<file path="src/design/spi_target_defs.svh">
`ifndef SPI_TARGET_DEFS_SVH
`define SPI_TARGET_DEFS_SVH

// -----------------------------------------------
// SPI target build constants
// -----------------------------------------------

// Receive FIFO depth in bytes
// Also sets the initial credit count of the receiver
`define SPI_FIFO_DEPTH 4

// First byte shifted out on MISO in every frame
`define SPI_HEADER_BYTE 8'hA7

// Flops per pin in the input synchroniser
`define SPI_SYNC_STAGES 2

`endif

</file>
<file path="src/design/spi_target_pkg.sv">
package spi_target_pkg;

   // -----------------------------------------------
   // SPI pins as seen by the target
   // -----------------------------------------------
   // Mode 0, SCK idles low, csn active low
   typedef struct packed {
      logic sck;
      logic csn;
      logic mosi;
   } spi_pins_t;

   // -----------------------------------------------
   // Wishbone-like bus
   // -----------------------------------------------
   // Master outputs
   typedef struct packed {
      logic       cyc;
      logic       stb;
      logic       we;
      logic [7:0] dat;
   } bus_req_t;

   // Slave response, single-cycle ack
   typedef struct packed {
      logic       ack;
      logic [7:0] dat;
   } bus_rsp_t;

   // Bus master FSM states
   typedef enum logic [1:0] {
      BUS_IDLE,
      BUS_READ,
      BUS_WRITE
   } bus_state_e;

endpackage

</file>
<file path="src/design/spi_frame_rx.sv">
`timescale 1ns/1ps

`include "spi_target_defs.svh"

module spi_frame_rx (
   input  logic                      clk_i,
   input  logic                      SSEL,
   input  spi_target_pkg::spi_pins_t pins_i,
   input  logic                      credit_i,
   output logic                      push_o,
   output logic [7:0]                byte_o,
   output logic                      frame_o,
   output logic                      sck_fall_o,
   output logic                      byte_start_o,
   output logic                      overflow_o
);
   import spi_target_pkg::*;

   localparam int CNT_W = $clog2(`SPI_FIFO_DEPTH + 1);
   // Pin levels while no host drives the bus
   localparam spi_pins_t PINS_IDLE = '{sck: 1'b0, csn: 1'b1, mosi: 1'b0};

   spi_pins_t [`SPI_SYNC_STAGES-1:0] sync_q;
   spi_pins_t                        pins_s;
   logic                             sck_prev_q;
   logic                             frame_q;
   logic                             sck_rise;
   logic                             byte_done;
   logic [2:0]                       bit_cnt_q;
   logic                             started_q;
   logic [7:0]                       rx_shift_q;
   logic [CNT_W-1:0]                 credit_q;
   logic                             spend;
   logic                             push_q;
   logic                             overflow_q;

   // -----------------------------------------------
   // Pin synchroniser and edge detect
   // -----------------------------------------------
   always_ff @(posedge clk_i or posedge SSEL) begin
      if (SSEL) begin
         sync_q     <= {`SPI_SYNC_STAGES{PINS_IDLE}};
         sck_prev_q <= 1'b0;
         frame_q    <= 1'b0;
      end else begin
         sync_q     <= {sync_q[`SPI_SYNC_STAGES-2:0], pins_i};
         sck_prev_q <= pins_s.sck;
         // Frame level, one flop after the synchroniser
         frame_q    <= ~pins_s.csn;
      end
   end

   assign pins_s = sync_q[`SPI_SYNC_STAGES-1];

   // Edges only count inside a frame
   assign sck_rise   = frame_q & pins_s.sck & ~sck_prev_q;
   assign sck_fall_o = frame_q & ~pins_s.sck & sck_prev_q;

   // Eighth rise of a byte
   assign byte_done = sck_rise & (bit_cnt_q == 3'd7);
   assign spend     = byte_done & (credit_q != '0);

   // First fall after a finished byte starts the next one
   assign byte_start_o = sck_fall_o & started_q & (bit_cnt_q == 3'd0);

   // -----------------------------------------------
   // Bit counter and MOSI shift register
   // -----------------------------------------------
   always_ff @(posedge clk_i or posedge SSEL) begin
      if (SSEL) begin
         bit_cnt_q <= 3'd0;
         started_q <= 1'b0;
      end else if (!frame_q) begin
         bit_cnt_q <= 3'd0;
         started_q <= 1'b0;
      end else if (sck_rise) begin
         bit_cnt_q <= bit_cnt_q + 3'd1;
         if (byte_done)
            started_q <= 1'b1;
      end
   end

   // MSB first, sampled on rises
   always_ff @(posedge clk_i) begin
      if (sck_rise)
         rx_shift_q <= {rx_shift_q[6:0], pins_s.mosi};
   end

   // -----------------------------------------------
   // Credits towards the FIFO
   // -----------------------------------------------
   always_ff @(posedge clk_i or posedge SSEL) begin
      if (SSEL) begin
         credit_q   <= CNT_W'(`SPI_FIFO_DEPTH);
         push_q     <= 1'b0;
         overflow_q <= 1'b0;
      end else begin
         credit_q <= credit_q + CNT_W'(credit_i) - CNT_W'(spend);
         push_q   <= spend;
         // Byte with no credit is lost, flag stays until reset
         if (byte_done && credit_q == '0)
            overflow_q <= 1'b1;
      end
   end

   // Shift register holds the full byte in the push cycle
   assign push_o     = push_q;
   assign byte_o     = rx_shift_q;
   assign frame_o    = frame_q;
   assign overflow_o = overflow_q;

endmodule

</file>
<file path="src/design/spi_byte_fifo.sv">
`timescale 1ns/1ps

`include "spi_target_defs.svh"

module spi_byte_fifo (
   input  logic       clk_i,
   input  logic       SSEL,
   input  logic       push_i,
   input  logic [7:0] byte_i,
   input  logic       pop_i,
   output logic [7:0] head_o,
   output logic       valid_o,
   output logic       credit_o
);

   localparam int PTR_W = (`SPI_FIFO_DEPTH > 1) ? $clog2(`SPI_FIFO_DEPTH) : 1;
   localparam int CNT_W = $clog2(`SPI_FIFO_DEPTH + 1);

   logic [7:0]       mem_q [`SPI_FIFO_DEPTH];
   logic [PTR_W-1:0] wr_ptr_q;
   logic [PTR_W-1:0] rd_ptr_q;
   logic [CNT_W-1:0] count_q;
   logic             do_pop;
   logic             credit_q;

   // Wrap at the last entry, depth need not be a power of two
   function automatic logic [PTR_W-1:0] ptr_inc(input logic [PTR_W-1:0] ptr);
      return (ptr == PTR_W'(`SPI_FIFO_DEPTH - 1)) ? '0 : ptr + 1'b1;
   endfunction

   // Pops on an empty FIFO are ignored
   assign do_pop = pop_i & (count_q != '0);

   // -----------------------------------------------
   // Storage
   // -----------------------------------------------
   // Producer only pushes with a credit in hand, so no full check
   always_ff @(posedge clk_i) begin
      if (push_i)
         mem_q[wr_ptr_q] <= byte_i;
   end

   // Pointers, fill level and credit return
   always_ff @(posedge clk_i or posedge SSEL) begin
      if (SSEL) begin
         wr_ptr_q <= '0;
         rd_ptr_q <= '0;
         count_q  <= '0;
         credit_q <= 1'b0;
      end else begin
         if (push_i)
            wr_ptr_q <= ptr_inc(wr_ptr_q);
         if (do_pop)
            rd_ptr_q <= ptr_inc(rd_ptr_q);
         count_q  <= count_q + CNT_W'(push_i) - CNT_W'(do_pop);
         // One credit back per byte read, a cycle later
         credit_q <= do_pop;
      end
   end

   assign head_o   = mem_q[rd_ptr_q];
   assign valid_o  = (count_q != '0);
   assign credit_o = credit_q;

endmodule

</file>
<file path="src/design/spi_bus_master.sv">
`timescale 1ns/1ps

module spi_bus_master (
   input  logic                     clk_i,
   input  logic                     SSEL,
   input  logic                     frame_i,
   input  logic [7:0]               head_i,
   input  logic                     valid_i,
   output logic                     pop_o,
   input  logic                     fetch_i,
   output logic                     load_o,
   output logic [7:0]               load_data_o,
   output spi_target_pkg::bus_req_t bus_o,
   input  spi_target_pkg::bus_rsp_t bus_i
);
   import spi_target_pkg::*;

   bus_state_e state_q;
   logic [7:0] dat_q;
   logic       rd_done;
   logic       wr_done;

   // -----------------------------------------------
   // Transfer FSM
   // -----------------------------------------------
   // One outstanding transfer at a time
   // Reads win over writes so MISO data arrives before the byte boundary
   always_ff @(posedge clk_i or posedge SSEL) begin
      if (SSEL) begin
         state_q <= BUS_IDLE;
         dat_q   <= 8'h00;
      end else begin
         case (state_q)
            BUS_IDLE: begin
               if (fetch_i) begin
                  state_q <= BUS_READ;
               end else if (valid_i) begin
                  state_q <= BUS_WRITE;
                  // Head stays put until the pop
                  dat_q   <= head_i;
               end
            end
            BUS_READ: begin
               // Held until ack, even past the end of the frame
               if (bus_i.ack)
                  state_q <= BUS_IDLE;
            end
            BUS_WRITE: begin
               if (bus_i.ack)
                  state_q <= BUS_IDLE;
            end
            default: begin
               state_q <= BUS_IDLE;
            end
         endcase
      end
   end

   // Transfer ends in the ack cycle
   assign rd_done = (state_q == BUS_READ) & bus_i.ack;
   assign wr_done = (state_q == BUS_WRITE) & bus_i.ack;

   // -----------------------------------------------
   // Handshakes to the FIFO and transmitter
   // -----------------------------------------------
   // Written byte leaves the FIFO
   assign pop_o = wr_done;

   // Read data goes straight to the staging register
   assign load_o      = rd_done;
   assign load_data_o = bus_i.dat;

   // -----------------------------------------------
   // Bus outputs
   // -----------------------------------------------
   always_comb begin
      // cyc frames the SPI transaction
      bus_o.cyc = frame_i;
      // stb and we held for the whole transfer
      bus_o.stb = (state_q != BUS_IDLE);
      bus_o.we  = (state_q == BUS_WRITE);
      bus_o.dat = dat_q;
   end

endmodule

</file>
<file path="src/design/spi_frame_tx.sv">
`timescale 1ns/1ps

`include "spi_target_defs.svh"

module spi_frame_tx (
   input  logic       clk_i,
   input  logic       SSEL,
   input  logic       frame_i,
   input  logic       sck_fall_i,
   input  logic       byte_start_i,
   input  logic       load_i,
   input  logic [7:0] load_data_i,
   output logic       fetch_o,
   output logic       miso_o,
   output logic       underrun_o
);

   localparam logic [7:0] HEADER = `SPI_HEADER_BYTE;

   logic [7:0] shift_q;
   logic [7:0] staged_data_q;
   logic       staged_valid_q;
   logic       underrun_q;
   logic       load_ok;

   // Late reads after the frame are dropped
   assign load_ok = load_i & frame_i;

   // -----------------------------------------------
   // Staging register
   // -----------------------------------------------
   always_ff @(posedge clk_i) begin
      if (load_ok)
         staged_data_q <= load_data_i;
   end

   // -----------------------------------------------
   // MISO shift register
   // -----------------------------------------------
   // Header MSB sits on MISO before the first SCK edge
   always_ff @(posedge clk_i or posedge SSEL) begin
      if (SSEL) begin
         shift_q        <= HEADER;
         staged_valid_q <= 1'b0;
         underrun_q     <= 1'b0;
      end else if (!frame_i) begin
         // Idle between frames, ready for the next header
         shift_q        <= HEADER;
         staged_valid_q <= 1'b0;
      end else begin
         if (byte_start_i) begin
            // Next byte, or zeros when nothing was fetched in time
            shift_q <= staged_valid_q ? staged_data_q : 8'h00;
            if (!staged_valid_q)
               underrun_q <= 1'b1;
         end else if (sck_fall_i) begin
            // MSB first
            shift_q <= {shift_q[6:0], 1'b0};
         end

         if (load_ok)
            staged_valid_q <= 1'b1;
         else if (byte_start_i)
            staged_valid_q <= 1'b0;
      end
   end

   // Ask the master for data whenever the stage is free
   assign fetch_o = frame_i & ~staged_valid_q;

   assign miso_o     = shift_q[7];
   assign underrun_o = underrun_q;

endmodule

</file>
<file path="src/design/spi_target_top.sv">
`timescale 1ns/1ps

module spi_target_top (
   input  logic                      clk_i,
   input  logic                      SSEL,
   input  spi_target_pkg::spi_pins_t pins_i,
   output logic                      miso_o,
   output spi_target_pkg::bus_req_t  bus_o,
   input  spi_target_pkg::bus_rsp_t  bus_i,
   output logic                      overflow_o,
   output logic                      underrun_o
);

   // Receiver to FIFO
   logic       rx_push;
   logic [7:0] rx_byte;
   logic       fifo_credit;
   // FIFO to bus master
   logic [7:0] fifo_head;
   logic       fifo_valid;
   logic       fifo_pop;
   // Frame timing to bus master and transmitter
   logic       frame;
   logic       sck_fall;
   logic       byte_start;
   // Bus master to transmitter
   logic       tx_fetch;
   logic       tx_load;
   logic [7:0] tx_load_data;

   // -----------------------------------------------
   // Receive path
   // -----------------------------------------------
   spi_frame_rx spi_frame_rx_i (
      .clk_i        (clk_i),
      .SSEL         (SSEL),
      .pins_i       (pins_i),
      .credit_i     (fifo_credit),
      .push_o       (rx_push),
      .byte_o       (rx_byte),
      .frame_o      (frame),
      .sck_fall_o   (sck_fall),
      .byte_start_o (byte_start),
      .overflow_o   (overflow_o)
   );

   spi_byte_fifo spi_byte_fifo_i (
      .clk_i    (clk_i),
      .SSEL     (SSEL),
      .push_i   (rx_push),
      .byte_i   (rx_byte),
      .pop_i    (fifo_pop),
      .head_o   (fifo_head),
      .valid_o  (fifo_valid),
      .credit_o (fifo_credit)
   );

   // -----------------------------------------------
   // Bus side and transmit path
   // -----------------------------------------------
   spi_bus_master spi_bus_master_i (
      .clk_i       (clk_i),
      .SSEL        (SSEL),
      .frame_i     (frame),
      .head_i      (fifo_head),
      .valid_i     (fifo_valid),
      .pop_o       (fifo_pop),
      .fetch_i     (tx_fetch),
      .load_o      (tx_load),
      .load_data_o (tx_load_data),
      .bus_o       (bus_o),
      .bus_i       (bus_i)
   );

   spi_frame_tx spi_frame_tx_i (
      .clk_i        (clk_i),
      .SSEL         (SSEL),
      .frame_i      (frame),
      .sck_fall_i   (sck_fall),
      .byte_start_i (byte_start),
      .load_i       (tx_load),
      .load_data_i  (tx_load_data),
      .fetch_o      (tx_fetch),
      .miso_o       (miso_o),
      .underrun_o   (underrun_o)
   );

endmodule

</file>
<file path="config.mk">
export PLATFORM = sky130hd
export DESIGN_NAME = spi_target_top
export DESIGN_NICKNAME = d
export VERILOG_FILES = /design/src/design/spi_target_pkg.sv /design/src/design/spi_frame_rx.sv /design/src/design/spi_byte_fifo.sv /design/src/design/spi_bus_master.sv /design/src/design/spi_frame_tx.sv /design/src/design/spi_target_top.sv
export VERILOG_INCLUDE_DIRS = /design/src /design/src/design
export SDC_FILE = /design/constraint.sdc
export NUM_CORES = 1
export LEC_CHECK = 0
export BUFFER_PORTS_ARGS = -buffer_cell sky130_fd_sc_hd__buf_2
export CAP_MARGIN = 20
export CORE_UTILIZATION = 45
export DETAILED_ROUTE_END_ITERATION = 8
export PLACE_DENSITY = 0.68
export SLEW_MARGIN = 20
export SYNTH_ARGS = -nofsm -noshare
export SYNTH_HDL_FRONTEND = slang
export SYNTH_SLANG_ARGS = --single-unit
</file>
<file path="constraint.sdc">
create_clock -name clk_i -period 2.7 [get_ports clk_i]
set_input_delay 0.54 -clock clk_i [delete_from_list [all_inputs] [get_ports clk_i]]
set_output_delay 0.54 -clock clk_i [all_outputs]
set_load 0.1 [all_outputs]
</file>
==> flow_summary.yaml <==
logic_synthesis:
  ys_ff_latch: 93
  synth_edf_count: 48
  ys_types: 35
  seq_area_frac_synth: 0.6962
  syn-num-nets: 267
  synthArstFlopShare: 0.4839
  syn_area_um2: 3702
  yosysTopAreaCell: "edfxtp_1"
  synth_top_area_frac: 0.3893
  yosysWarningCount: 0
  ys.flop_type: "edfxtp_1"
  synth.avg_cell_area_um2: 15.69
  syn-instance-count: 236
  netlist_top_cells_area: "edfxtp_1 39%, dfrtp_1 25%, dfstp_2 5.7%"
global_routing:
  grt_pass1_vias: 1921
  grt_max_degree: 30
  antenna_found_initial: 0
  overflow: 0
  grt_pass1_wl_mm: 9.218
  grt_usage: 0.1463
cells_and_area:
  area_growth_pct: 11.39
  nets: 299
  fin_cells: 375
  drive_gt1_frac: 0.2821
  diodes: 0
  stdcell_area_um2: 4124
placed_design:
  port_buffers: 27
  placed_cell_area_um2: 3943
  dp_hpwl_mm: 3.617
  gp_congestion: 0.6911
  placed_cells: 359
setup_path:
  crit_required_ns: 2.99
  cp-start-kind: "flip-flop"
  cp_data_arrival_time_ns: 2.67
  worstSetupPathType: "reg -> reg"
  endpoint_kind: "flip-flop"
  crit_fanout: 4
clock_network:
  root_buffer: "clkbuf_8"
  cts_tree: "built"
  clk_latency_ns: 0.37
  cts_setup_buffers: 0
  clock-sinks: 93
  cts_buffers: 9
  post_cts_resized: 0
  hold_buffers: 0
  ctsHtreeMaxLevel: 3
  cts.path.max_buffers: 2
  clk_pin_slew_worst_paths_ns: 0.09
sta:
  finClkSkew_ns: 0.006788
  drv_slew: 0
  hold_slack_ns: 0.1394
  finalSetupTns_ns: 0
  worstMarginPinSlew_ns: 0.5753
  rsz0062_at_grt: "no"
  hold_viol: 0
  period_share: 0.8821
  setup_viol: 0
  max_slew_margin: 0.6165
  period_minus_slack_ns: 2.382
  fmax_mhz: 419.9
drt:
  drtIter0Drc: 80
  wl_mm: 5.370
  route.detailed.drc: 0
  viasPerCell: 5.027
  ant_nets: 0
  first_pass_iters: 4
  wl_per_cell_um: 14.32
  routed-via-count: 1885
floorplan:
  dieArea_um2: 8594
  initial_core_util: 0.4718
  core_um2: 7848
  die_w_um: 92.71
  ios: 28
  row_count: 32
  die_h_um: 92.71
run_status:
  run_status: "completed"
power:
  pwr-share-seq: 0.462
  p_int_uw: 2424
  combPwrFrac: 0.323
  peakVddDrop_uv: 340.2
  fin_total_pwr_uw: 3962
  power_switching_uw: 1539
  power_density_nw_per_um2: 960.8
  p_sw_frac: 0.3883
  power.share.clock: 0.215
  p_leak_uw: 0.001666
min_path:
  min-delay-path-class: "in -> async"
flow_run:
  max_cap_viol_count: 0
[through the flow]
| stage | utilization | setup slack (ns) |
|---|---|---|
| after floorplan | - | 0.2354 |
| after global placement | 0.5024 | 0.4068 |
| after detailed placement | 0.5024 | 0.3169 |
| after CTS | 0.5255 | 0.3015 |
| after global routing | 0.5255 | 0.1896 |
| final | 0.5255 | 0.3185 |
[cell usage in the layout (no fill, tap or decap), types with 2 or more instances in the layout]
cell / count
nor2_1: 4
fa_1: 2
buf_2: 27
nor2b_1: 2
buf_4: 3
nand2_1: 15
xnor2_1: 5
inv_1: 18
nand3_1: 8
mux2i_1: 3
dfrtp_1: 37
clkbuf_8: 9
mux4_2: 8
and3b_1: 3
nand2b_1: 2
clkinvlp_4: 3
dfstp_2: 8
nor3b_1: 4
o21ai_0: 8
mux2_2: 10
a31oi_1: 6
inv_6: 3
nand3b_1: 2
a21oi_1: 2
edfxtp_1: 48
and2_1: 8
ha_1: 14
[cell families after synthesis]
logic type      share of synthesized area
buf+inv                           0.03210
mux                               0.08719
fa+ha+maj                         0.06151
simple gates                      0.07840
flops                              0.6962
compound gates                    0.03279
xor+xnor                          0.01183
[layer usage]
metal	global-route usage	share of wire	vias to the layer above
met3	0.02463	0.034	12
met5	0	0	-
met1	0.2014	0.48	944
li1	-	-	899
met2	0.2167	0.46	30
met4	0.09231	0.029	0
[synthesized netlist by cell type (all sizes together) (5+ instances only)]
cell,n
edfxtp,48
mux2,10
xnor2,5
dfstp,8
and2,8
dfrtp,37
o21ai,8
inv,19
ha,15
nand3,9
a31oi,6
nand2,15
mux4,8
buf,5
[sequential cells by signal, indices dropped and copies added (netlist names), 2 cells and up]
signal                        cells
spi_byte_fifo_i.mem_q            32
spi_bus_master_i.dat_q            8
spi_frame_rx_i.byte_o             8
spi_frame_tx_i.shift_q            8
spi_frame_tx_i.staged_data_q      8
spi_byte_fifo_i.count_q           3
spi_frame_rx_i.bit_cnt_q          3
spi_frame_rx_i.credit_q           3
spi_frame_rx_i.pins_s             3
spi_frame_rx_i.sync_q             3
spi_bus_master_i.state_q          2
spi_byte_fifo_i.rd_ptr_q          2
spi_byte_fifo_i.wr_ptr_q          2
[critical path, stage by stage, from the launching register on]
cell,delay [ns]
dfrtp_1,0.43
or3_4,0.43
nand3_1,0.17
inv_1,0.08
ha_1,0.29
inv_1,0.06
ha_1,0.13
inv_1,0.05
fa_1,0.37
xnor2_1,0.18
xnor2_1,0.14
[power by group through the flow]
| stage | registers (uW) | clock network (uW) | logic, uW |
|---|---|---|---|
| 2_1_floorplan | 2240 | 0 | 717 |
| 3_3_place_gp | 1860 | 0 | 1260 |
| 3_5_place_dp | 1870 | 0 | 1290 |
| 4_1_cts | 1840 | 875 | 1290 |
| 5_1_grt | 1870 | 934 | 1380 |
| 6_report | 1830 | 851 | 1280 |
[final cells by class]
class	count	area (um2)
clock inverters	7	57.56
well taps	102	127.6
inverters	19	71.32
multi-input cells	115	1008
fillers	673	3724
clock buffers	9	123.9
flip-flops and latches	93	2577
repair buffers	30	157.7
[worst paths after layout]
check / from / to / slack (ns) / cells after the start
max: spi_byte_fifo_i.count_q[1]$_DFF_PP0_ / spi_byte_fifo_i.count_q[2]$_DFF_PP0_ / 0.32 / 10
min: SSEL / spi_frame_rx_i.sck_prev_q$_DFF_PP0_ / 0.14 / 2
max reg2reg: spi_byte_fifo_i.count_q[1]$_DFF_PP0_ / spi_byte_fifo_i.count_q[2]$_DFF_PP0_ / 0.32 / 10
min reg2reg: spi_frame_rx_i.sync_q[0]$_DFF_PP0_ / spi_frame_rx_i.pins_s[0]$_DFF_PP0_ / 0.36 / 0
max in group asynchronous: SSEL / spi_frame_tx_i.shift_q[7]$_DFFE_PP1P_ / 1.82 / 3
min in group clk_i: pins_i[1] / spi_frame_rx_i.sync_q[1]$_DFF_PP1_ / 0.27 / 1
Power figures use the tool's default switching activity.
